--- src/dcache_settings.svh ---
`ifndef DCACHE_SETTINGS_SVH
`define DCACHE_SETTINGS_SVH

// Cache geometry and bus widths

// Byte address width
`define DC_ADDR_W 32

// Data word width
`define DC_WORD_W 32

// Words in one cache line
`define DC_WORDS_PER_LINE 8

// Associativity
`define DC_WAYS 4

// Sets in every way
`define DC_SETS 16

// Reset value of the victim LFSR, must not be zero
`define DC_LFSR_SEED 90

`endif
--- src/dcache_pkg.sv ---
`default_nettype none
`include "dcache_settings.svh"

package dcache_pkg;

    // Address split widths
    localparam int BYTE_OFF_W = $clog2(`DC_WORD_W / 8);
    localparam int OFFSET_W   = $clog2(`DC_WORDS_PER_LINE);
    localparam int INDEX_W    = $clog2(`DC_SETS);
    localparam int TAG_W      = `DC_ADDR_W - INDEX_W - OFFSET_W - BYTE_OFF_W;
    localparam int WAY_W      = $clog2(`DC_WAYS);

    typedef logic [`DC_ADDR_W-1:0]   addr_t;
    typedef logic [`DC_WORD_W-1:0]   word_t;
    typedef logic [`DC_WORD_W/8-1:0] byte_en_t;
    typedef word_t [`DC_WORDS_PER_LINE-1:0] line_t;
    typedef logic [INDEX_W-1:0]      index_t;
    typedef logic [OFFSET_W-1:0]     offset_t;
    typedef logic [TAG_W-1:0]        tag_t;
    typedef logic [WAY_W-1:0]        way_t;
    typedef logic [`DC_WAYS-1:0]     way_mask_t;

    // Position of the final beat in a burst
    localparam offset_t LAST_WORD = offset_t'(`DC_WORDS_PER_LINE - 1);

    typedef struct packed {
        logic valid;
        logic dirty;
        tag_t tag;
    } tag_entry_t;

    typedef struct packed {
        logic     valid;
        logic     write;
        addr_t    addr;
        word_t    wdata;
        byte_en_t byte_en;
    } cpu_req_t;

    typedef struct packed {
        logic  valid;
        word_t rdata;
    } cpu_rsp_t;

    typedef struct packed {
        logic  ar_valid;
        addr_t ar_addr;
        logic  r_ready;
    } mem_rd_req_t;

    typedef struct packed {
        logic  ar_ready;
        logic  r_valid;
        word_t r_data;
        logic  r_last;
    } mem_rd_rsp_t;

    typedef struct packed {
        logic  aw_valid;
        addr_t aw_addr;
        logic  w_valid;
        word_t w_data;
        logic  w_last;
        logic  b_ready;
    } mem_wr_req_t;

    typedef struct packed {
        logic aw_ready;
        logic w_ready;
        logic b_valid;
    } mem_wr_rsp_t;

    typedef enum logic [2:0] {
        SWEEP,
        IDLE,
        LOOKUP,
        WAIT_WB,
        REFILL_ADDR,
        REFILL_DATA,
        UPDATE
    } ctrl_state_t;

    typedef enum logic [1:0] {
        WB_IDLE,
        WB_ADDR,
        WB_DATA,
        WB_RESP
    } wb_state_t;

    function automatic tag_t get_tag(input addr_t addr);
        return addr[`DC_ADDR_W-1 -: TAG_W];
    endfunction

    function automatic index_t get_index(input addr_t addr);
        return addr[BYTE_OFF_W + OFFSET_W +: INDEX_W];
    endfunction

    function automatic offset_t get_offset(input addr_t addr);
        return addr[BYTE_OFF_W +: OFFSET_W];
    endfunction

endpackage

`default_nettype wire

--- src/dcache_way_store.sv ---
`default_nettype none
`timescale 1ns/1ps
`include "dcache_settings.svh"

module dcache_way_store
    import dcache_pkg::*;
(
    input  logic       clk,
    input  logic       rst,
    input  index_t     rd_index,
    input  logic       wr_en,
    input  index_t     wr_index,
    input  tag_entry_t wr_tag,
    input  line_t      wr_line,
    output tag_entry_t rd_tag,
    output line_t      rd_line
);

    // One way, tags and lines side by side
    tag_entry_t tag_mem [`DC_SETS];
    line_t      line_mem [`DC_SETS];

    // Write port, takes effect on the presenting edge
    always_ff @(posedge clk) begin
        if (wr_en) begin
            tag_mem[wr_index]  <= wr_tag;
            line_mem[wr_index] <= wr_line;
        end
    end

    // Registered tag read
    // A read to the set being written returns the old entry.
    always_ff @(posedge clk) begin
        if (rst) begin
            rd_tag <= '0;
        end else begin
            rd_tag <= tag_mem[rd_index];
        end
    end

    // Registered line read
    always_ff @(posedge clk) begin
        rd_line <= line_mem[rd_index];
    end

endmodule

`default_nettype wire

--- config.mk ---
export PLATFORM = sky130hd
export DESIGN_NAME = dcache_way_store
export DESIGN_NICKNAME = d
export VERILOG_FILES = /design/src/dcache_pkg.sv /design/src/dcache_way_store.sv
export VERILOG_INCLUDE_DIRS = /design/src
export SDC_FILE = /design/constraint.sdc
export NUM_CORES = 2
export LEC_CHECK = 0
export BUFFER_PORTS_ARGS = -buffer_cell sky130_fd_sc_hd__buf_2
export CAP_MARGIN = 20
export CORE_ASPECT_RATIO = 0.9
export CORE_MARGIN = 4
export CORE_UTILIZATION = 59
export DETAILED_ROUTE_END_ITERATION = 7
export PLACE_DENSITY_LB_ADDON = 0.25
export SLEW_MARGIN = 20
export SYNTH_ARGS = -nofsm -noshare
export SYNTH_HDL_FRONTEND = slang
export SYNTH_MEMORY_MAX_BITS = 65536
export SYNTH_SLANG_ARGS = --single-unit
--- constraint.sdc ---
create_clock -name clk -period 31.7 [get_ports clk]
set_input_delay 6.34 -clock clk [delete_from_list [all_inputs] [get_ports clk]]
set_output_delay 6.34 -clock clk [all_outputs]
set_load 0.01 [all_outputs]
==> impl_summary.txt <==
----------------------------------------------------
[Worst setup path]
  R2r endpoint ... rd_line[250]
  CP Class ... input pin to flop
  Critical path startpoint category ... input pin
  Critical Path Sink Type ... flop
  Reg2Reg Setup Slack ... ~30,000 ps
  Required time of the critical path ... 32,520 ps
  Worst path arrival time ... 11,910 ps
  Peak fanout along the critical path ... 138
  Worst reg2reg startpoint ... line_mem[2][250]
  Worst-case reg-to-reg path depth ... 3

[Global routing]
  Number of antenna violations at the first check in global routing ... between 100 and 150
  Overall overflow remaining after global route ... 0
  Largest net degree at the start of global routing ... 139
  M1 GR Usage ... 39.17%
  Global-route wire length before repair ... 601,600 µm
  Global router's overall resource usage ... between 20% and 30%
  Global-route met3 utilization ... 6.378%
  Global-route track usage on met2 ... 42.28%
  Global route hottest layer ... met2
  Vias in the first global route ... 84,640

[Finish]
  Leading cell type in the layout, fill and taps excluded ... sky130_fd_sc_hd__edfxtp_1
  Most frequent cells in the layout ... sky130_fd_sc_hd__edfxtp_1 (4,496), sky130_fd_sc_hd__mux4_2 (896), sky130_fd_sc_hd__buf_2 (568), sky130_fd_sc_hd__clkbuf_16 (457), sky130_fd_sc_hd__a22oi_1 (363)
  Final-layout fill cell count ... roughly 18,000
  Number of nets in the final layout ... 8,672
  Area taken by flip-flops and latches ... 0.1406 mm²
  Growth of design area from synthesis to finish ... 12.79%
  Fraction of final layout cells sized beyond drive strength 1 ... around 29%
  Multi-input combinational cell area ... 0.03221 mm²

[Floorplan]
  Chip height ... roughly 520 µm
  Std-Cell Rows ... 189
  Count of boundary I/O pins ... 573
  Starting density of the core ... 59.32%
  Placeable Area ... 0.2949 mm²
  Area of the die ... approximately 0.31 mm²
  Horiz. Die Dim ... 582.0 µm

[Logic synthesis]
  Summed instance area of the synthesized netlist ... around 0.17 mm²
  Part of the Yosys area used for sequential elements ... 80.39%
  Synth Instances ... 7,603
  Unique masters post-synth ... 36
  Flops & latches, synth ... ~4,800
  Area leader, netlist ... sky130_fd_sc_hd__edfxtp_1
  Per-instance average area after synthesis ... 23.01 µm²
  Total number of yosys warnings ... 0
  Synth top area cells ... sky130_fd_sc_hd__edfxtp_1 (77%), sky130_fd_sc_hd__mux4_2 (12%), sky130_fd_sc_hd__dfxtp_1 (3.2%)
  Synthesized netlist net count ... 7,895
  Portion of synthesized cell area occupied by the leading cell type ... 77.17%

[Outcome]
  Status ... finished clean

[Timing]
  Pins over their slew limit ... 0
  Achievable Freq ... 90.20 MHz
  Unrepaired setup endpoints after global routing ... false
  Time the final worst path needs with I/O delays and setup ... 11,090 ps
  Final-report setup violation count ... 0
  Skew final ... 27.93 ps
  Fraction of the cycle the final worst path needs ... 34.97%
  Transition time of the tightest slew-check pin ... approximately 1300 ps
  Number of failing hold endpoints at the final stage ... 0
  Fin Hold WS ... 608.1 ps
  Total Negative Setup Slacks ... 0 ps
  Headroom to the max-slew limit ... 15.15%

[Pwr]
  Total Power Consumption ... 13.17 mW
  Switching Share ... 20.75%
  Logic pwr share ... under 10%
  Largest voltage drop on the vdd net ... 0.00004618 V
  Clock network fraction of total power ... 41.1%
  Leakage component of the power ... 64.66 nW
  P_sw ... between 2 and 3 mW
  Cell Int Power ... about 10 mW
  Flop pwr share ... between 50 and 60%
  Power density over the cells ... 66.73 mW/mm²

[Job]
  Reported max-cap violation count ... 0

[Min path]
  Worst hold endpoint ... rd_tag[23]
  Path category of the worst min-delay check ... flop to flop
  Worst hold path depth ... 2
  Source of the worst hold timing path ... tag_mem[15][23]

[Route]
  Number of vias per cell after detailed routing ... 6.542
  Initial DRC Count ... 11,130
  Number of search-and-repair iterations in the first detailed-routing pass ... 6
  Residual DRC ... 0
  Detail-routed net length per standard cell ... 32.53 µm
  Total wire length ... between 400,000 and 500,000 µm
  Detail Route Antenna Nets ... 0
  Number of vias in the routed layout ... around 84,000

[Clock tree]
  Clock-pin slew reported for the worst setup and hold paths after clock tree synthesis ... 60 ps
  Setup repair bufs after CTS ... 0
  Number of buffers inserted during clock tree synthesis ... 449
  Maximum clock insertion buffer count ... 4
  Hold-fix buffers, CTS ... 0
  Count of cells resized by post-cts repair ... 0
  Clock tree from TritonCTS ... done
  TritonCTS sink count ... 4,777
  Latest clock arrival within the worst-skew pair ... between 900 and 1000 ps
  Htree depth ... 5
  Buffer type at the clock tree root ... sky130_fd_sc_hd__clkbuf_16

[Place]
  Placer congestion estimate ... between 0.7 and 0.8
  Port Buffer Count ... 572
  HPWL after DPL ... 208,200 µm

----------------------------------------------------
[flip-flops by register name, indices dropped and copies added (netlist names)]
register and flops:
rd_tag 25, tag_mem 400, rd_line 256, line_mem 4096
[metal layers]
layer / up-vias / wire, µm
li1: 33890 / -
met1: 44510 / 160100
met2: 4379 / 200700
met3: 664 / 44000
met4: 76 / 10070
met5: - / 478
[layout make-up]
type / count / area share [%]
well taps: 3915 / 2.483
multi-input cells: 2411 / 16.32
flip-flops and latches: 4777 / 71.28
diodes: 76 / 0.09639
inverters: 1 / 0.001902
clock inverters: 244 / 1.315
repair buffers: 740 / 2.242
clock buffers: 603 / 6.261
[cells by family (layout without fill, tap and decap cells)]
family,after synthesis,in the layout,synth area share (%)
simple gates,295,295,0.7195
mux,1351,1351,14.26
buf+inv,415,1588,1.317
compound gates,765,765,3.314
flops,4777,4777,80.39
other cells,0,76,0
[cell usage after synthesis (all sizes together)]
cell,number
a211oi,1
a21o,82
a221o,2
a221oi,110
a22o,82
a22oi,363
and2,3
buf,269
clkbuf,145
dfxtp,281
edfxtp,4496
inv,1
mux2,169
mux2i,286
mux4,896
nand2,206
nand2b,26
nand3,25
nand3b,2
nor2,17
nor2b,10
nor3,4
o2111ai,1
o211ai,5
o21ai,34
o22ai,85
or2,1
or3b,1
[power groups by stage]
stage	Sequential [mW]	Combinational (mW)	Clock, mW
final	7.12	0.640	5.41
after floorplan	7.28	0.349	0
after detailed placement	7.25	0.641	0
after global routing	7.12	0.683	5.77
after CTS	7.12	0.644	5.48
after global placement	7.24	0.626	0
[how the worst max path moves through the flow]
stage               slack (ps)        start             end  cells past startpoint
CTS                      20490  rd_index[0]    rd_line[194]                      9
finish                   20610  rd_index[0]    rd_line[176]                      9
detailed placement       19460  rd_index[0]    rd_line[176]                      9
global placement         19450  rd_index[0]    rd_line[181]                      9
floorplan                 4680  wr_index[3]  line_mem[0][0]                      2
global route             19950  rd_index[0]    rd_line[194]                      9
[worst max-delay path, cell delays in order]
cell and delay [ps]:
sky130_fd_sc_hd__buf_12 570, sky130_fd_sc_hd__buf_12 780, sky130_fd_sc_hd__buf_4 840, sky130_fd_sc_hd__buf_4 830, sky130_fd_sc_hd__buf_4 720, sky130_fd_sc_hd__buf_4 620
sky130_fd_sc_hd__mux4_2 570, sky130_fd_sc_hd__a22oi_1 220, sky130_fd_sc_hd__nand2_1 90
[through the flow]
stage                     utilization, %  setup WS (ps)  std cells  instance area (µm²)
final                              66.91          20610      12770               197300
after global routing               66.86          19950      12710               197200
after detailed placement           61.77          19460      11840               182100
after CTS                          66.84          20490      12690               197100
after global placement             61.77          19450      11840               182100
after floorplan                        -           4679       7603               174900
Power figures use the tool's default switching activity.
