<file path="config.mk">
export PLATFORM = sky130hd
export DESIGN_NAME = dcache_writeback
export DESIGN_NICKNAME = d
export VERILOG_FILES = /design/src/dcache_pkg.sv /design/src/dcache_writeback.sv
export VERILOG_INCLUDE_DIRS = /design/src
export SDC_FILE = /design/constraint.sdc
export NUM_CORES = 1
export LEC_CHECK = 0
export BUFFER_PORTS_ARGS = -buffer_cell sky130_fd_sc_hd__buf_2
export CAP_MARGIN = 20
export CORE_AREA = 8 8 152 183
export CTS_CLUSTER_DIAMETER = 40
export DETAILED_ROUTE_END_ITERATION = 8
export DIE_AREA = 0 0 160 191
export PLACE_DENSITY = 0.72
export SLEW_MARGIN = 20
export SYNTH_ARGS = -nofsm -noshare
export SYNTH_HDL_FRONTEND = slang
export SYNTH_SLANG_ARGS = --single-unit
</file>
<file path="constraint.sdc">
create_clock -name clk -period 13.4 [get_ports clk]
set_clock_uncertainty 0.2 [all_clocks]
set_input_delay 1.34 -clock clk [delete_from_list [all_inputs] [get_ports clk]]
set_output_delay 1.34 -clock clk [all_outputs]
set_load 0.005 [all_outputs]
</file>
<file path="src/dcache_settings.svh">
`ifndef DCACHE_SETTINGS_SVH
`define DCACHE_SETTINGS_SVH

// Cache geometry and bus widths

// Byte address width
`define DC_ADDR_W 32

// Data word width
`define DC_WORD_W 32

// Words in one cache line
`define DC_WORDS_PER_LINE 8

// Associativity
`define DC_WAYS 4

// Sets in every way
`define DC_SETS 16

// Reset value of the victim LFSR, must not be zero
`define DC_LFSR_SEED 90

`endif
</file>
<file path="src/dcache_pkg.sv">
`default_nettype none
`include "dcache_settings.svh"

package dcache_pkg;

    // Address split widths
    localparam int BYTE_OFF_W = $clog2(`DC_WORD_W / 8);
    localparam int OFFSET_W   = $clog2(`DC_WORDS_PER_LINE);
    localparam int INDEX_W    = $clog2(`DC_SETS);
    localparam int TAG_W      = `DC_ADDR_W - INDEX_W - OFFSET_W - BYTE_OFF_W;
    localparam int WAY_W      = $clog2(`DC_WAYS);

    typedef logic [`DC_ADDR_W-1:0]   addr_t;
    typedef logic [`DC_WORD_W-1:0]   word_t;
    typedef logic [`DC_WORD_W/8-1:0] byte_en_t;
    typedef word_t [`DC_WORDS_PER_LINE-1:0] line_t;
    typedef logic [INDEX_W-1:0]      index_t;
    typedef logic [OFFSET_W-1:0]     offset_t;
    typedef logic [TAG_W-1:0]        tag_t;
    typedef logic [WAY_W-1:0]        way_t;
    typedef logic [`DC_WAYS-1:0]     way_mask_t;

    // Position of the final beat in a burst
    localparam offset_t LAST_WORD = offset_t'(`DC_WORDS_PER_LINE - 1);

    typedef struct packed {
        logic valid;
        logic dirty;
        tag_t tag;
    } tag_entry_t;

    typedef struct packed {
        logic     valid;
        logic     write;
        addr_t    addr;
        word_t    wdata;
        byte_en_t byte_en;
    } cpu_req_t;

    typedef struct packed {
        logic  valid;
        word_t rdata;
    } cpu_rsp_t;

    typedef struct packed {
        logic  ar_valid;
        addr_t ar_addr;
        logic  r_ready;
    } mem_rd_req_t;

    typedef struct packed {
        logic  ar_ready;
        logic  r_valid;
        word_t r_data;
        logic  r_last;
    } mem_rd_rsp_t;

    typedef struct packed {
        logic  aw_valid;
        addr_t aw_addr;
        logic  w_valid;
        word_t w_data;
        logic  w_last;
        logic  b_ready;
    } mem_wr_req_t;

    typedef struct packed {
        logic aw_ready;
        logic w_ready;
        logic b_valid;
    } mem_wr_rsp_t;

    typedef enum logic [2:0] {
        SWEEP,
        IDLE,
        LOOKUP,
        WAIT_WB,
        REFILL_ADDR,
        REFILL_DATA,
        UPDATE
    } ctrl_state_t;

    typedef enum logic [1:0] {
        WB_IDLE,
        WB_ADDR,
        WB_DATA,
        WB_RESP
    } wb_state_t;

    function automatic tag_t get_tag(input addr_t addr);
        return addr[`DC_ADDR_W-1 -: TAG_W];
    endfunction

    function automatic index_t get_index(input addr_t addr);
        return addr[BYTE_OFF_W + OFFSET_W +: INDEX_W];
    endfunction

    function automatic offset_t get_offset(input addr_t addr);
        return addr[BYTE_OFF_W +: OFFSET_W];
    endfunction

endpackage

`default_nettype wire

</file>
<file path="src/dcache_writeback.sv">
`default_nettype none
`timescale 1ns/1ps

module dcache_writeback
    import dcache_pkg::*;
(
    input  logic        clk,
    input  logic        rst,
    input  logic        wb_push,
    input  addr_t       wb_addr,
    input  line_t       wb_line,
    output logic        wb_busy,
    output mem_wr_req_t mem_wr_req,
    input  mem_wr_rsp_t mem_wr_rsp
);

    wb_state_t state;
    offset_t   beat_cnt;
    addr_t     addr_q;
    line_t     line_q;
    logic      last_beat;

    assign wb_busy   = (state != WB_IDLE);
    assign last_beat = (state == WB_DATA) && (beat_cnt == LAST_WORD);

    // Burst outputs straight from state and buffer
    always_comb begin
        mem_wr_req.aw_valid = (state == WB_ADDR);
        mem_wr_req.aw_addr  = addr_q;
        mem_wr_req.w_valid  = (state == WB_DATA);
        mem_wr_req.w_data   = line_q[beat_cnt];
        mem_wr_req.w_last   = last_beat;
        // Response is never stalled
        mem_wr_req.b_ready  = 1'b1;
    end

    always_ff @(posedge clk) begin
        if (rst) begin
            state    <= WB_IDLE;
            beat_cnt <= '0;
        end else begin
            case (state)
                WB_IDLE: begin
                    if (wb_push) begin
                        state <= WB_ADDR;
                    end
                end
                WB_ADDR: begin
                    if (mem_wr_rsp.aw_ready) begin
                        beat_cnt <= '0;
                        state    <= WB_DATA;
                    end
                end
                WB_DATA: begin
                    if (mem_wr_rsp.w_ready) begin
                        beat_cnt <= beat_cnt + 1'b1;
                        if (last_beat) begin
                            state <= WB_RESP;
                        end
                    end
                end
                WB_RESP: begin
                    if (mem_wr_rsp.b_valid) begin
                        state <= WB_IDLE;
                    end
                end
                default: begin
                    state <= WB_IDLE;
                end
            endcase
        end
    end

    // One line buffer, loaded only when idle
    always_ff @(posedge clk) begin
        if (state == WB_IDLE && wb_push) begin
            addr_q <= wb_addr;
            line_q <= wb_line;
        end
    end

endmodule

`default_nettype wire

</file>
==> results of run 1 <==
-- power groups by stage --
| stage | Sequential (mW) | Combinational, mW | Clock, mW |
|---|---|---|---|
| 2_1_floorplan | 1.43 | 0.255 | 0 |
| 3_3_place_gp | 1.37 | 0.404 | 0 |
| 3_5_place_dp | 1.38 | 0.413 | 0 |
| 4_1_cts | 1.36 | 0.415 | 1.09 |
| 5_1_grt | 1.38 | 0.444 | 1.13 |
| 6_report | 1.35 | 0.406 | 1.07 |
-- cell usage in the layout (no fill, tap or decap), drive strengths merged --
cell type | Yosys | final
a22oi | 2 | 2
and2 | 2 | 2
and3 | 1 | 1
buf | 14 | 366
bufinv | 0 | 5
clkbuf | 6 | 45
clkinv | 0 | 8
clkinvlp | 0 | 4
conb | 1 | 1
dfxtp | 5 | 5
diode | 0 | 3
edfxtp | 288 | 288
ha | 6 | 6
inv | 6 | 17
mux2 | 32 | 32
mux2i | 1 | 1
mux4 | 64 | 64
nand2 | 1 | 1
nand2b | 2 | 2
nor2 | 3 | 3
o211ai | 2 | 2
o21ai | 2 | 2
o221ai | 1 | 1
o311a | 1 | 1
o41ai | 1 | 1
or2 | 1 | 1
-- how the worst min path moves through the flow --
stage	start	end	slack, ps
3_5_place_dp	state[1]	state[1]	360
6_report	state[1]	state[1]	370
5_1_grt	state[1]	state[1]	400
3_3_place_gp	state[1]	state[1]	340
4_1_cts	state[1]	state[1]	370
2_1_floorplan	state[1]	state[1]	310
-- routing by layer --
layer | routed length (um) | GRT usage (%)
met5 | 69 | 0
met2 | 14500 | 30.2
met4 | 544 | 5.44
met1 | 9110 | 17.4
met3 | 1840 | 5.47
-- final cells by class --
class | count | area, um^2
Antenna cell | 3 | 7.51
Clock inverter | 28 | 340
Tap cell | 330 | 413
Timing Repair Buffer | 366 | 1850
Multi-Input combinational cell | 123 | 2110
Inverter | 6 | 22.5
Clock buffer | 45 | 1040
Sequential cell | 293 | 8760
Fill cell | 1875 | 10400
-- state kept, by name, summed over array words and instances (netlist names) --
name and flops:
addr_q 32, beat_cnt 3, line_q 256, state 2
-- cell families after synthesis --
| kind of cell | after synthesis |
|---|---|
| DFF | 293 |
| muxes | 97 |
| buffers and inverters | 26 |
| and+or+nand+nor | 10 |
| AOI/OAI and AO/OA | 9 |
| adders and majority gates | 6 |
| other | 1 |
-- worst reg2reg max path, stage by stage, from the launching register on --
cell	delay (ps)
dfxtp_1	330
inv_1	100
ha_1	180
and2_4	610
buf_4	840
buf_6	670
==> flow_summary.toml, run 1 <==
[logic_synthesis]
synth_cells = 442
synth_top_area_share_pct = 78.4
syn_avg_cell_area_um2 = 25.0
netlist_area_um2 = 11000
synth_top_area_cell = "edfxtp_1"
synth_flop_cell = "edfxtp_1"
synth_compound_area_share_pct = 0.612
synth_edf_count = 288
async_flop_share_pct = 0
synthXorXnorAreaFrac_pct = 0
synth_seq_area_share_pct = 79.3
synth_top_family_by_area = "multiplexers"
ys_types = 27
synthAdderAreaFrac_pct = 0.680
synth_seq_cells = 293
synthMuxAreaShare_pct = 17.3
synth_nets = 742
synthTopCellsByArea = "edfxtp_1, mux4_2, mux4_1"
yosys.area_share.simple_pct = 0.476
synthTopCellsByCount = "edfxtp_1, mux4_2, mux2_2"
synth_warnings = 0
yosys.cell_count.top_type = "edfxtp_1"

[floorplan]
ios = 363
rows = 64
coreArea_um2 = 25000
start_util_pct = 44.2
die_area_um2 = 30600
die_w_um = 160
die_y_um = 191

[power_and_ir_drop]
ir_drop_uv = 127
comb_power_share_pct = 14.3
cellPowerDensity_nw_per_um2 = 195
p_leak_nw = 5.54
sw_frac_of_total_pct = 24.1
design_power_total_mw = 2.83
p_clk_share_pct = 37.8
p_seq_share_pct = 47.9
p_sw_mw = 0.682
internal_power_mw = 2.15

[drt]
drc = 0
routed_via_density = 4.91
totalWireLength_mm = 26.1
first_iter_violations = 384
drtPass1Iterations = 4
drtAntennaViolNets = 0
vias = 5857
avgRoutedWirePerCell_um = 21.8

[worst_setup_path]
start_kind = "flip-flop"
cp_max_fo = 34
endpoint_kind = "output port"
r2r_cells = 5
crit_path_end = "mem_wr_req[32]"
crit_type = "reg -> out"
startpoint = "beat_cnt[0]"
r2r_end = "line_q[233]"
path_delay_family = "multiplexers"
timing.rr.start = "state[0]"
slowest_delay_ps = 740
critical_path_buf_inv_count = 2
path_cells = "buf_4, mux4_1, mux2_2, buf_2"
critical_path_depth = 4
r2r_slack_ps = 9980
cp.arrival_ps = 2990
worstPathRequired_ps = 11860
cp_slowest_cell = "dfxtp_4"

[place]
placed_cells = 1118
dp_hpwl_mm = 18.7
pre_cts_ws_ps = 8820
dpl_cell_area_um2 = 13100
io_buffers = 361
place_congestion = 0.786

[grt]
grt_pass1_vias = 6675
grtUsageTotal_pct = 16.4
globalRoute.totalOverflow = 0
antenna_found_initial = 8
grt_max_degree = 91
grt_pass1_wl_mm = 38.0

[cells_and_area]
fin_cells = 1194
syn2layout_area_growth_pct = 31.7
final_area_um2 = 14500
final_util_pct = 58.2
fin_nets = 1130
drive_above_1_share_pct = 59.1

[clock_tree]
clk_path_buf_depth = 3
root_buffer = "clkbuf_16"
hold_buffers = 0
cts_tree = "built"
postCtsSetupBuffers = 0
clk_latency_ps = 510
path_clk_slew_ps = 60
cts_resized = 0
cts_max_level = 2
numCtsBuffers = 40
clkSinkCount = 293

[worst_hold_path]
worstHoldPathCells = 2
min-delay-path-class = "reg -> reg"

[sta]
finalCritPeriodShare_pct = 33.8
fin_hold_ws_ps = 370
setup_ws_ps = 8870
rsz0062_at_grt = "no"
tightest_slew_ps = 961
hold_viol_final = 0
slew_violations = 0
setup_tns_ps = 0
slew_headroom_pct = 35.9
finalSetupViolations = 0
fmax_mhz = 221
fin_crit_ps = 4530

[outcome]
status = "finished clean"

[flow_run]
maxCapViolations = 0
No activity file was read; power rests on OpenSTA's default activity.
==> run 2: changes to the inputs <==
- clock period: 13.4 -> 4.3 ns (I/O delays scaled with it)
==> flow_summary.toml, run 2 <==
[logic_synthesis]
synth_seq_area_share_pct = 79.3
synth_warnings = 0
synth_seq_cells = 293
synth_edf_count = 288
syn_avg_cell_area_um2 = 25.0
synth_flop_cell = "edfxtp_1"
synth_cells = 442
synth_top_area_share_pct = 78.4
synthTopCellsByArea = "edfxtp_1, mux4_2, mux4_1"
yosys.cell_count.top_type = "edfxtp_1"
synth_top_area_cell = "edfxtp_1"
synth_nets = 742
async_flop_share_pct = 0
netlist_area_um2 = 11000
synthTopCellsByCount = "edfxtp_1, mux4_2, mux2_2"
ys_types = 27

[clock_tree]
cts_max_level = 2
numCtsBuffers = 39
postCtsSetupBuffers = 0
clk_path_buf_depth = 3
hold_buffers = 239
cts_resized = 0
clkSinkCount = 293
root_buffer = "clkbuf_16"

[floorplan]
die_w_um = 160
die_y_um = 191
rows = 64
ios = 363
start_util_pct = 44.2

[place]
io_buffers = 361
pre_cts_ws_ps = 1380
dp_hpwl_mm = 19.2
dpl_cell_area_um2 = 13200
place_congestion = 0.794
placed_cells = 1123

[outcome]
stop_stage = "clock tree synthesis (4_1_cts)"
status = "stopped before the end"
tool.error = "[ERROR RSZ-0060] Max buffer count reached."
==> run 2: per-stage QoR <==
| stage | utilization (%) | hold WS, ps |
|---|---|---|
| after floorplan | - | 302 |
| after global placement | 53.0 | 336 |
| after detailed placement | 53.0 | 358 |
==> run 2: cells by family after synthesis <==
kind of cell             Yosys count  share of synthesized area (%)
flip-flops                       293                           79.3
multiplexers                      97                           17.3
buffers and inverters             26                           1.66
AND/OR/NAND/NOR                   10                          0.476
AO/OA/AOI/OAI                      9                          0.612
adder cells (fa/ha/maj)            6                          0.680
other                              1                         0.0340
==> run 3: changes to the inputs <==
- CORE_AREA: 8 8 152 183 -> 8 8 201 203
- CTS_CLUSTER_DIAMETER: 40 -> default
- DIE_AREA: 0 0 160 191 -> 0 0 209 211
- PLACE_DENSITY: 0.72 -> default
- PLACE_DENSITY_LB_ADDON: default -> 0.15
==> flow_summary.toml, run 3 <==
[logic_synthesis]
netlist_area_um2 = 11000
synth_cells = 442
synthTopCellsByArea = "edfxtp_1, mux4_2, mux4_1"
synth_top_area_cell = "edfxtp_1"
yosys.area_share.simple_pct = 0.476
synth_flop_cell = "edfxtp_1"
synth_seq_cells = 293
synth_compound_area_share_pct = 0.612
synthXorXnorAreaFrac_pct = 0
yosys.cell_count.top_type = "edfxtp_1"
synth_top_family_by_area = "multiplexers"
syn_avg_cell_area_um2 = 25.0
async_flop_share_pct = 0
synth_seq_area_share_pct = 79.3
synthMuxAreaShare_pct = 17.3
synth_warnings = 0
synth_top_area_share_pct = 78.4
synth_nets = 742
synthAdderAreaFrac_pct = 0.680
synthTopCellsByCount = "edfxtp_1, mux4_2, mux2_2"
synth_edf_count = 288
ys_types = 27

[floorplan]
die_w_um = 209
start_util_pct = 29.7
rows = 71
ios = 363
die_y_um = 211

[clock_tree]
numCtsBuffers = 35
cts_resized = 0
root_buffer = "clkbuf_16"
clk_path_buf_depth = 3
clkSinkCount = 293
postCtsSetupBuffers = 0
hold_buffers = 266
cts_max_level = 2

[place]
placed_cells = 1268
dp_hpwl_mm = 20.3
io_buffers = 361
place_congestion = 0.709

[outcome]
tool.error = "[ERROR RSZ-0060] Max buffer count reached."
stop_stage = "clock tree synthesis (4_1_cts)"
status = "stopped before the end"
==> run 3: cell counts after synthesis <==
No cell type changed its count.
==> run 3: kinds of logic after synthesis <==
family / after synthesis
fa+ha+maj: 6
flops: 293
mux: 97
other cells: 1
compound gates: 9
buf+inv: 26
simple gates: 10
==> run 3: metrics by stage <==
stage / hold slack, ps / setup WS, ps / instance area, um^2
after detailed placement: 356 / 1450 / 13400
after floorplan: 302 / 1090 / 11000
after global placement: 354 / 1480 / 13400
