--- config.mk ---
export PLATFORM = sky130hd
export DESIGN_NAME = dcache_ctrl
export DESIGN_NICKNAME = d
export VERILOG_FILES = /design/src/dcache_pkg.sv /design/src/dcache_ctrl.sv
export VERILOG_INCLUDE_DIRS = /design/src
export SDC_FILE = /design/constraint.sdc
export NUM_CORES = 2
export LEC_CHECK = 0
export BUFFER_PORTS_ARGS = -buffer_cell sky130_fd_sc_hd__buf_2
export CORE_AREA = 8 8 728 730
export CTS_CLUSTER_DIAMETER = 100
export DETAILED_ROUTE_END_ITERATION = 16
export DIE_AREA = 0 0 736 738
export PLACE_DENSITY_LB_ADDON = 0.08
export SETUP_SLACK_MARGIN = 0.15
export SLEW_MARGIN = 40
export SYNTH_ARGS = -nofsm -noshare
export SYNTH_HDL_FRONTEND = slang
export SYNTH_SLANG_ARGS = --single-unit
--- constraint.sdc ---
create_clock -name clk -period 13.9 [get_ports clk]
set_input_delay 4.17 -clock clk [delete_from_list [all_inputs] [get_ports clk]]
set_output_delay 4.17 -clock clk [all_outputs]
set_load 0.05 [all_outputs]
--- src/dcache_settings.svh ---
`ifndef DCACHE_SETTINGS_SVH
`define DCACHE_SETTINGS_SVH

// Cache geometry and bus widths

// Byte address width
`define DC_ADDR_W 32

// Data word width
`define DC_WORD_W 32

// Words in one cache line
`define DC_WORDS_PER_LINE 8

// Associativity
`define DC_WAYS 4

// Sets in every way
`define DC_SETS 16

// Reset value of the victim LFSR, must not be zero
`define DC_LFSR_SEED 90

`endif
--- src/dcache_pkg.sv ---
`default_nettype none
`include "dcache_settings.svh"

package dcache_pkg;

    // Address split widths
    localparam int BYTE_OFF_W = $clog2(`DC_WORD_W / 8);
    localparam int OFFSET_W   = $clog2(`DC_WORDS_PER_LINE);
    localparam int INDEX_W    = $clog2(`DC_SETS);
    localparam int TAG_W      = `DC_ADDR_W - INDEX_W - OFFSET_W - BYTE_OFF_W;
    localparam int WAY_W      = $clog2(`DC_WAYS);

    typedef logic [`DC_ADDR_W-1:0]   addr_t;
    typedef logic [`DC_WORD_W-1:0]   word_t;
    typedef logic [`DC_WORD_W/8-1:0] byte_en_t;
    typedef word_t [`DC_WORDS_PER_LINE-1:0] line_t;
    typedef logic [INDEX_W-1:0]      index_t;
    typedef logic [OFFSET_W-1:0]     offset_t;
    typedef logic [TAG_W-1:0]        tag_t;
    typedef logic [WAY_W-1:0]        way_t;
    typedef logic [`DC_WAYS-1:0]     way_mask_t;

    // Position of the final beat in a burst
    localparam offset_t LAST_WORD = offset_t'(`DC_WORDS_PER_LINE - 1);

    typedef struct packed {
        logic valid;
        logic dirty;
        tag_t tag;
    } tag_entry_t;

    typedef struct packed {
        logic     valid;
        logic     write;
        addr_t    addr;
        word_t    wdata;
        byte_en_t byte_en;
    } cpu_req_t;

    typedef struct packed {
        logic  valid;
        word_t rdata;
    } cpu_rsp_t;

    typedef struct packed {
        logic  ar_valid;
        addr_t ar_addr;
        logic  r_ready;
    } mem_rd_req_t;

    typedef struct packed {
        logic  ar_ready;
        logic  r_valid;
        word_t r_data;
        logic  r_last;
    } mem_rd_rsp_t;

    typedef struct packed {
        logic  aw_valid;
        addr_t aw_addr;
        logic  w_valid;
        word_t w_data;
        logic  w_last;
        logic  b_ready;
    } mem_wr_req_t;

    typedef struct packed {
        logic aw_ready;
        logic w_ready;
        logic b_valid;
    } mem_wr_rsp_t;

    typedef enum logic [2:0] {
        SWEEP,
        IDLE,
        LOOKUP,
        WAIT_WB,
        REFILL_ADDR,
        REFILL_DATA,
        UPDATE
    } ctrl_state_t;

    typedef enum logic [1:0] {
        WB_IDLE,
        WB_ADDR,
        WB_DATA,
        WB_RESP
    } wb_state_t;

    function automatic tag_t get_tag(input addr_t addr);
        return addr[`DC_ADDR_W-1 -: TAG_W];
    endfunction

    function automatic index_t get_index(input addr_t addr);
        return addr[BYTE_OFF_W + OFFSET_W +: INDEX_W];
    endfunction

    function automatic offset_t get_offset(input addr_t addr);
        return addr[BYTE_OFF_W +: OFFSET_W];
    endfunction

endpackage

`default_nettype wire

--- src/dcache_ctrl.sv ---
`default_nettype none
`timescale 1ns/1ps
`include "dcache_settings.svh"

module dcache_ctrl
    import dcache_pkg::*;
(
    input  logic                      clk,
    input  logic                      rst,
    input  cpu_req_t                  cpu_req,
    output logic                      ready,
    output cpu_rsp_t                  cpu_rsp,
    output index_t                    rd_index,
    input  tag_entry_t [`DC_WAYS-1:0] way_tag,
    input  line_t      [`DC_WAYS-1:0] way_line,
    output way_mask_t                 way_we,
    output index_t                    wr_index,
    output tag_entry_t                wr_tag,
    output line_t                     wr_line,
    output mem_rd_req_t               mem_rd_req,
    input  mem_rd_rsp_t               mem_rd_rsp,
    input  logic                      wb_busy,
    output logic                      wb_push,
    output addr_t                     wb_addr,
    output line_t                     wb_line
);

    // Galois feedback for x^8 + x^6 + x^5 + x^4 + 1
    localparam logic [7:0] LFSR_TAPS = 8'hB8;

    function automatic word_t merge_word(
        input word_t    old_word,
        input word_t    new_word,
        input byte_en_t be
    );
        word_t result;
        result = old_word;
        for (int b = 0; b < $bits(byte_en_t); b++) begin
            if (be[b]) begin
                result[8*b +: 8] = new_word[8*b +: 8];
            end
        end
        return result;
    endfunction

    function automatic addr_t line_base(input tag_t tag, input index_t index);
        return {tag, index, {(OFFSET_W + BYTE_OFF_W){1'b0}}};
    endfunction

    ctrl_state_t state, state_d;
    cpu_req_t    req_q;
    index_t      sweep_cnt;
    logic [7:0]  lfsr, lfsr_next;
    logic        lfsr_step;
    way_t        victim;
    offset_t     beat_cnt;
    line_t       refill_line;
    logic        rsp_valid_q, rsp_valid_d;
    word_t       rsp_rdata_q, rsp_rdata_d;

    tag_t       req_tag;
    index_t     req_index;
    offset_t    req_offset;
    way_mask_t  hit_mask;
    line_t      hit_line;
    line_t      src_line;
    line_t      merged_line;
    tag_entry_t victim_tag;
    logic       accept;
    logic       beat_taken;

    assign req_tag    = get_tag(req_q.addr);
    assign req_index  = get_index(req_q.addr);
    assign req_offset = get_offset(req_q.addr);

    // No new request in the cycle the response is out
    assign ready  = (state == IDLE) && !rsp_valid_q;
    assign accept = ready && cpu_req.valid;

    assign cpu_rsp.valid = rsp_valid_q;
    assign cpu_rsp.rdata = rsp_rdata_q;

    assign beat_taken = (state == REFILL_DATA) && mem_rd_rsp.r_valid;
    assign lfsr_next  = lfsr[0] ? ((lfsr >> 1) ^ LFSR_TAPS) : (lfsr >> 1);

    // Tag compare over all ways
    always_comb begin
        hit_line = '0;
        for (int w = 0; w < `DC_WAYS; w++) begin
            hit_mask[w] = way_tag[w].valid && (way_tag[w].tag == req_tag);
            if (hit_mask[w]) begin
                hit_line = hit_line | way_line[w];
            end
        end
    end

    assign victim_tag = way_tag[victim];

    // Hit data in LOOKUP, refilled data in UPDATE
    assign src_line    = (state == UPDATE) ? refill_line : hit_line;
    assign rsp_rdata_d = src_line[req_offset];

    always_comb begin
        merged_line = src_line;
        if (req_q.write) begin
            merged_line[req_offset] = merge_word(src_line[req_offset], req_q.wdata,
                                                 req_q.byte_en);
        end
    end

    always_comb begin
        state_d      = state;
        rd_index     = req_index;
        way_we       = '0;
        wr_index     = req_index;
        wr_tag.valid = 1'b1;
        wr_tag.dirty = req_q.write;
        wr_tag.tag   = req_tag;
        wr_line      = merged_line;

        mem_rd_req.ar_valid = 1'b0;
        mem_rd_req.ar_addr  = line_base(req_tag, req_index);
        mem_rd_req.r_ready  = 1'b0;

        wb_push     = 1'b0;
        wb_addr     = line_base(victim_tag.tag, req_index);
        wb_line     = way_line[victim];
        rsp_valid_d = 1'b0;
        lfsr_step   = 1'b0;

        case (state)
            SWEEP: begin
                way_we   = '1;
                wr_index = sweep_cnt;
                wr_tag   = '0;
                if (sweep_cnt == index_t'(`DC_SETS - 1)) begin
                    state_d = IDLE;
                end
            end
            IDLE: begin
                // Start the way read with the incoming address
                rd_index = get_index(cpu_req.addr);
                if (accept) begin
                    state_d = LOOKUP;
                end
            end
            LOOKUP: begin
                if (|hit_mask) begin
                    rsp_valid_d = 1'b1;
                    if (req_q.write) begin
                        way_we = hit_mask;
                    end
                    state_d = IDLE;
                end else begin
                    lfsr_step = 1'b1;
                    state_d   = WAIT_WB;
                end
            end
            WAIT_WB: begin
                if (!wb_busy) begin
                    wb_push = victim_tag.valid && victim_tag.dirty;
                    state_d = REFILL_ADDR;
                end
            end
            REFILL_ADDR: begin
                // Held off until any pushed victim has reached memory
                mem_rd_req.ar_valid = !wb_busy;
                if (!wb_busy && mem_rd_rsp.ar_ready) begin
                    state_d = REFILL_DATA;
                end
            end
            REFILL_DATA: begin
                mem_rd_req.r_ready = 1'b1;
                if (mem_rd_rsp.r_valid && mem_rd_rsp.r_last) begin
                    state_d = UPDATE;
                end
            end
            UPDATE: begin
                way_we[victim] = 1'b1;
                rsp_valid_d    = 1'b1;
                state_d        = IDLE;
            end
            default: begin
                state_d = IDLE;
            end
        endcase
    end

    always_ff @(posedge clk) begin
        if (rst) begin
            state       <= SWEEP;
            sweep_cnt   <= '0;
            lfsr        <= 8'(`DC_LFSR_SEED);
            beat_cnt    <= '0;
            rsp_valid_q <= 1'b0;
        end else begin
            state       <= state_d;
            rsp_valid_q <= rsp_valid_d;
            if (state == SWEEP) begin
                sweep_cnt <= sweep_cnt + 1'b1;
            end
            if (lfsr_step) begin
                lfsr <= lfsr_next;
            end
            if (state == REFILL_ADDR) begin
                beat_cnt <= '0;
            end else if (beat_taken) begin
                beat_cnt <= beat_cnt + 1'b1;
            end
        end
    end

    // Request, victim and line payload
    always_ff @(posedge clk) begin
        if (accept) begin
            req_q <= cpu_req;
        end
        if (lfsr_step) begin
            victim <= lfsr[WAY_W-1:0];
        end
        if (beat_taken) begin
            refill_line[beat_cnt] <= mem_rd_rsp.r_data;
        end
        if (rsp_valid_d) begin
            rsp_rdata_q <= rsp_rdata_d;
        end
    end

endmodule

`default_nettype wire

==> summary.md <==
| Metric | Value |
|---|---|
| Initial antenna violation count | 288 |
| Final min period | 13.39 ns |
| Filler cell count | 60023 |
| DRC | 0 |
| Via Count | 45597 |
| DR WL/cell | 46.3 um |
| Post-DP HPWL | 488 mm |
| Die Span X | 736 um |
| Clk_lat worst skew | 0.81 ns |
| Max-Cap Viols | 0 |
| Top FF cell, synth | edfxtp_1 |
| P_sw | 1.77 mW |
| WS Path Type | in -> out |
| Top cells by area, synth | edfxtp_1 31%, mux4_2 18%, a22oi_1 4.5% |
| Ports | 1882 |
| Vias per inst | 3.67 |
| Clock root cell | clkbuf_16 |
| Initial Utilization | 6.66% |
| Worst vdd ir | 0.0753 mV |
| Number of cells produced by synthesis | 3395 |
| Row count | 265 |
| Slew Limit Headroom | 34.0% |
| Final wirelength | 574 mm |
| Num Clock Sinks | 376 |
| Reg clk slew, reported paths | 0.05 ns |
| Clock Power Share | 44.5% |
| CTS tree | done |
| Pwr/cell area | 77.7 mW/mm2 |
| Share of cells above drive strength 1 | 52.7% |
| Largest net degree at the start of global routing | 114 |
| Flop-to-flop setup slack | 8.68 ns |
| Setup crit end kind | output port |
| Final hold vios | 0 |
| Combinational share of power | 27.9% |
| Area Growth Syn to Fin | 70.6% |
| Ys async rst share | 0% |
| Critical-path maximum fanout | 39 |
| Post-synth cell types | 91 |
| Lkg Pwr | 21.8 nW |
| Part of the power in registers | 27.6% |
| Status | completed |
| Startpoint types | input pin |
| Syn Std Cell Area | 0.0345 mm2 |
| Min-delay worst type | reg -> reg |
| Hold_buf cts | 0 |
| Clk_skew | 0.0796 ns |
| Tcrit/Tclk final | 96.3% |
| Crit path required time | 9.73 ns |
| Iteration count of the initial detailed-routing pass | 8 |
| Post-route ant nets | 0 |
| Initial DRC count | 4834 |
| Clock Tree Buf Depth | 4 |
| Yosys top cell area share | 31.1% |
| First-pass GRT wire length | 680 mm |
| H-tree lvl count | 3 |
| Die Ht | 738 um |
| EDFF count, synth | 357 |
| Max Transition Viols Final | 0 |
| Synth Area per Inst | 10.2 um2 |
| Non-filler cells, final | 12408 |
| # Post-CTS Setup Buffers | 0 |
| Core outline area | 0.519 mm2 |
| Register area share after synthesis | 32.2% |
| Int Power | 2.80 mW |
| Final setup TNS | 0 ns |
| Fmax | 74.7 MHz |
| Most frequent cell after synthesis | edfxtp_1 |
| Nets@finish | 6559 |
| FF+latch count, synth | 376 |
| Switching Share | 38.7% |
| GPL Wtd Cong | 0.851 |
| Grt ovf | 0 |
| Synth cell count leaders | 357 x edfxtp_1, 280 x mux4_2, 241 x nor2_1, 230 x nand2_1, 224 x o21ai_0 |
| Setup violators final | 0 |
| Die ar. | 0.543 mm2 |
| Unrepaired setup endpoints after global routing | no |
| Worst-margin pin slew | 0.986 ns |
| Resized cells post-CTS | 0 |
| Num CTS Buffers | 82 |
| Yosys warning total | 0 |
| Port bufs | 1869 |
| Post-synth top area cell | edfxtp_1 |
| Crit path DAT | 9.22 ns |
| Vias in the first global route | 45202 |
| Total track usage | 20.1% |
| Placed cells | 12181 |
-- layout by cell type, fill, tap and decap left out, drive strengths merged, types with 95 or more instances in the layout --
cell type     n
a21oi       138
a22oi       208
mux4        280
edfxtp      357
mux2i        99
buf        2254
nand2       230
nor2        243
o21ai       295
nand3       153
clkbuf       95
-- flip-flops by register name, summed over array words and instances (netlist names) --
register     cells
beat_cnt         3
req_offset       3
rsp_valid_q      1
state            3
victim           2
refill_line    256
sweep_cnt        4
req_q           37
rsp_rdata_q     32
mem_rd_req      27
lfsr             8
-- stage by stage --
stage               cell area (um2)  utilization, %  hold WS [ns]  total power, mW  worst slack (ns)
detailed placement            56100            10.8         0.449             2.58             0.251
global route                  58700            11.3         0.470             4.75             0.277
floorplan                     34600               -         0.406             1.82              2.14
CTS                           58600            11.3         0.457             4.69             0.216
global placement              55400            10.7         0.444             2.57             0.223
finish                        58900            11.4         0.461             4.57             0.509
-- final cells by class --
class                   instances  area, um2  area share [%]
multi-input cells            2590      21800            37.1
repair buffers               2255      14400            24.5
flip-flops and latches        376      11100            18.8
well taps                    6942       8690            14.7
clock buffers                  94       2120            3.60
clock inverters                42        439           0.746
diodes                         89        223           0.378
inverters                      20       86.3           0.147
-- kinds of logic (layout without fill, tap and decap cells) --
kind of cell	Yosys count	in the layout	share of synthesized area [%]
and+or+nand+nor	930	930	13.1
DFF	376	376	32.2
muxes	393	393	21.8
xor gates and xnor gates	90	90	2.28
other	1	99	0.0109
buffers and inverters	438	2411	6.66
adders and majority gates	2	2	0.0725
AOI/OAI and AO/OA	1165	1165	23.9
-- path summary, 6_finish.rpt --
path | depth (start not counted) | startpoint | endpoint
setup reg to reg | 15 | mem_rd_req[27]$_DFFE_PP_ | rsp_rdata_q[8]$_DFFE_PP_
hold reg to reg | 2 | lfsr[7]$_SDFFE_PP0P_ | lfsr[7]$_SDFFE_PP0P_
hold / removal | 2 | lfsr[7]$_SDFFE_PP0P_ | lfsr[7]$_SDFFE_PP0P_
setup / recovery | 20 | way_tag[67] | wr_line[213]
-- power by group through the flow --
| stage | sequential (mW) | combinational, mW | clock [mW] |
|---|---|---|---|
| 2_1_floorplan | 1.27 | 0.548 | 0 |
| 3_3_place_gp | 1.28 | 1.29 | 0 |
| 3_5_place_dp | 1.28 | 1.29 | 0 |
| 4_1_cts | 1.26 | 1.30 | 2.14 |
| 5_1_grt | 1.26 | 1.34 | 2.15 |
| 6_report | 1.26 | 1.28 | 2.04 |
-- critical path, cell delays in order --
cell	delay, ns
buf_2	0.12
xor2_1	0.26
nor4_2	0.37
buf_4	0.27
nand4_1	0.14
buf_4	0.20
nor2_4	0.40
buf_12	0.30
a22oi_1	0.31
buf_4	0.23
nand3_1	0.29
a2bb2oi_1	0.25
buf_4	0.14
a211o_1	0.16
buf_12	0.14
mux2i_4	0.08
buf_12	0.18
o21ai_0	0.57
buf_4	0.24
buf_12	0.14
-- metal layers --
metal,routed length (um),GRT usage (%),vias up
li1,-,-,17890
met1,240000,25.1,24109
met2,258000,32.5,3025
met3,67400,9.32,485
met4,8260,2.27,88
met5,563,0,-
Power figures use the tool's default switching activity.
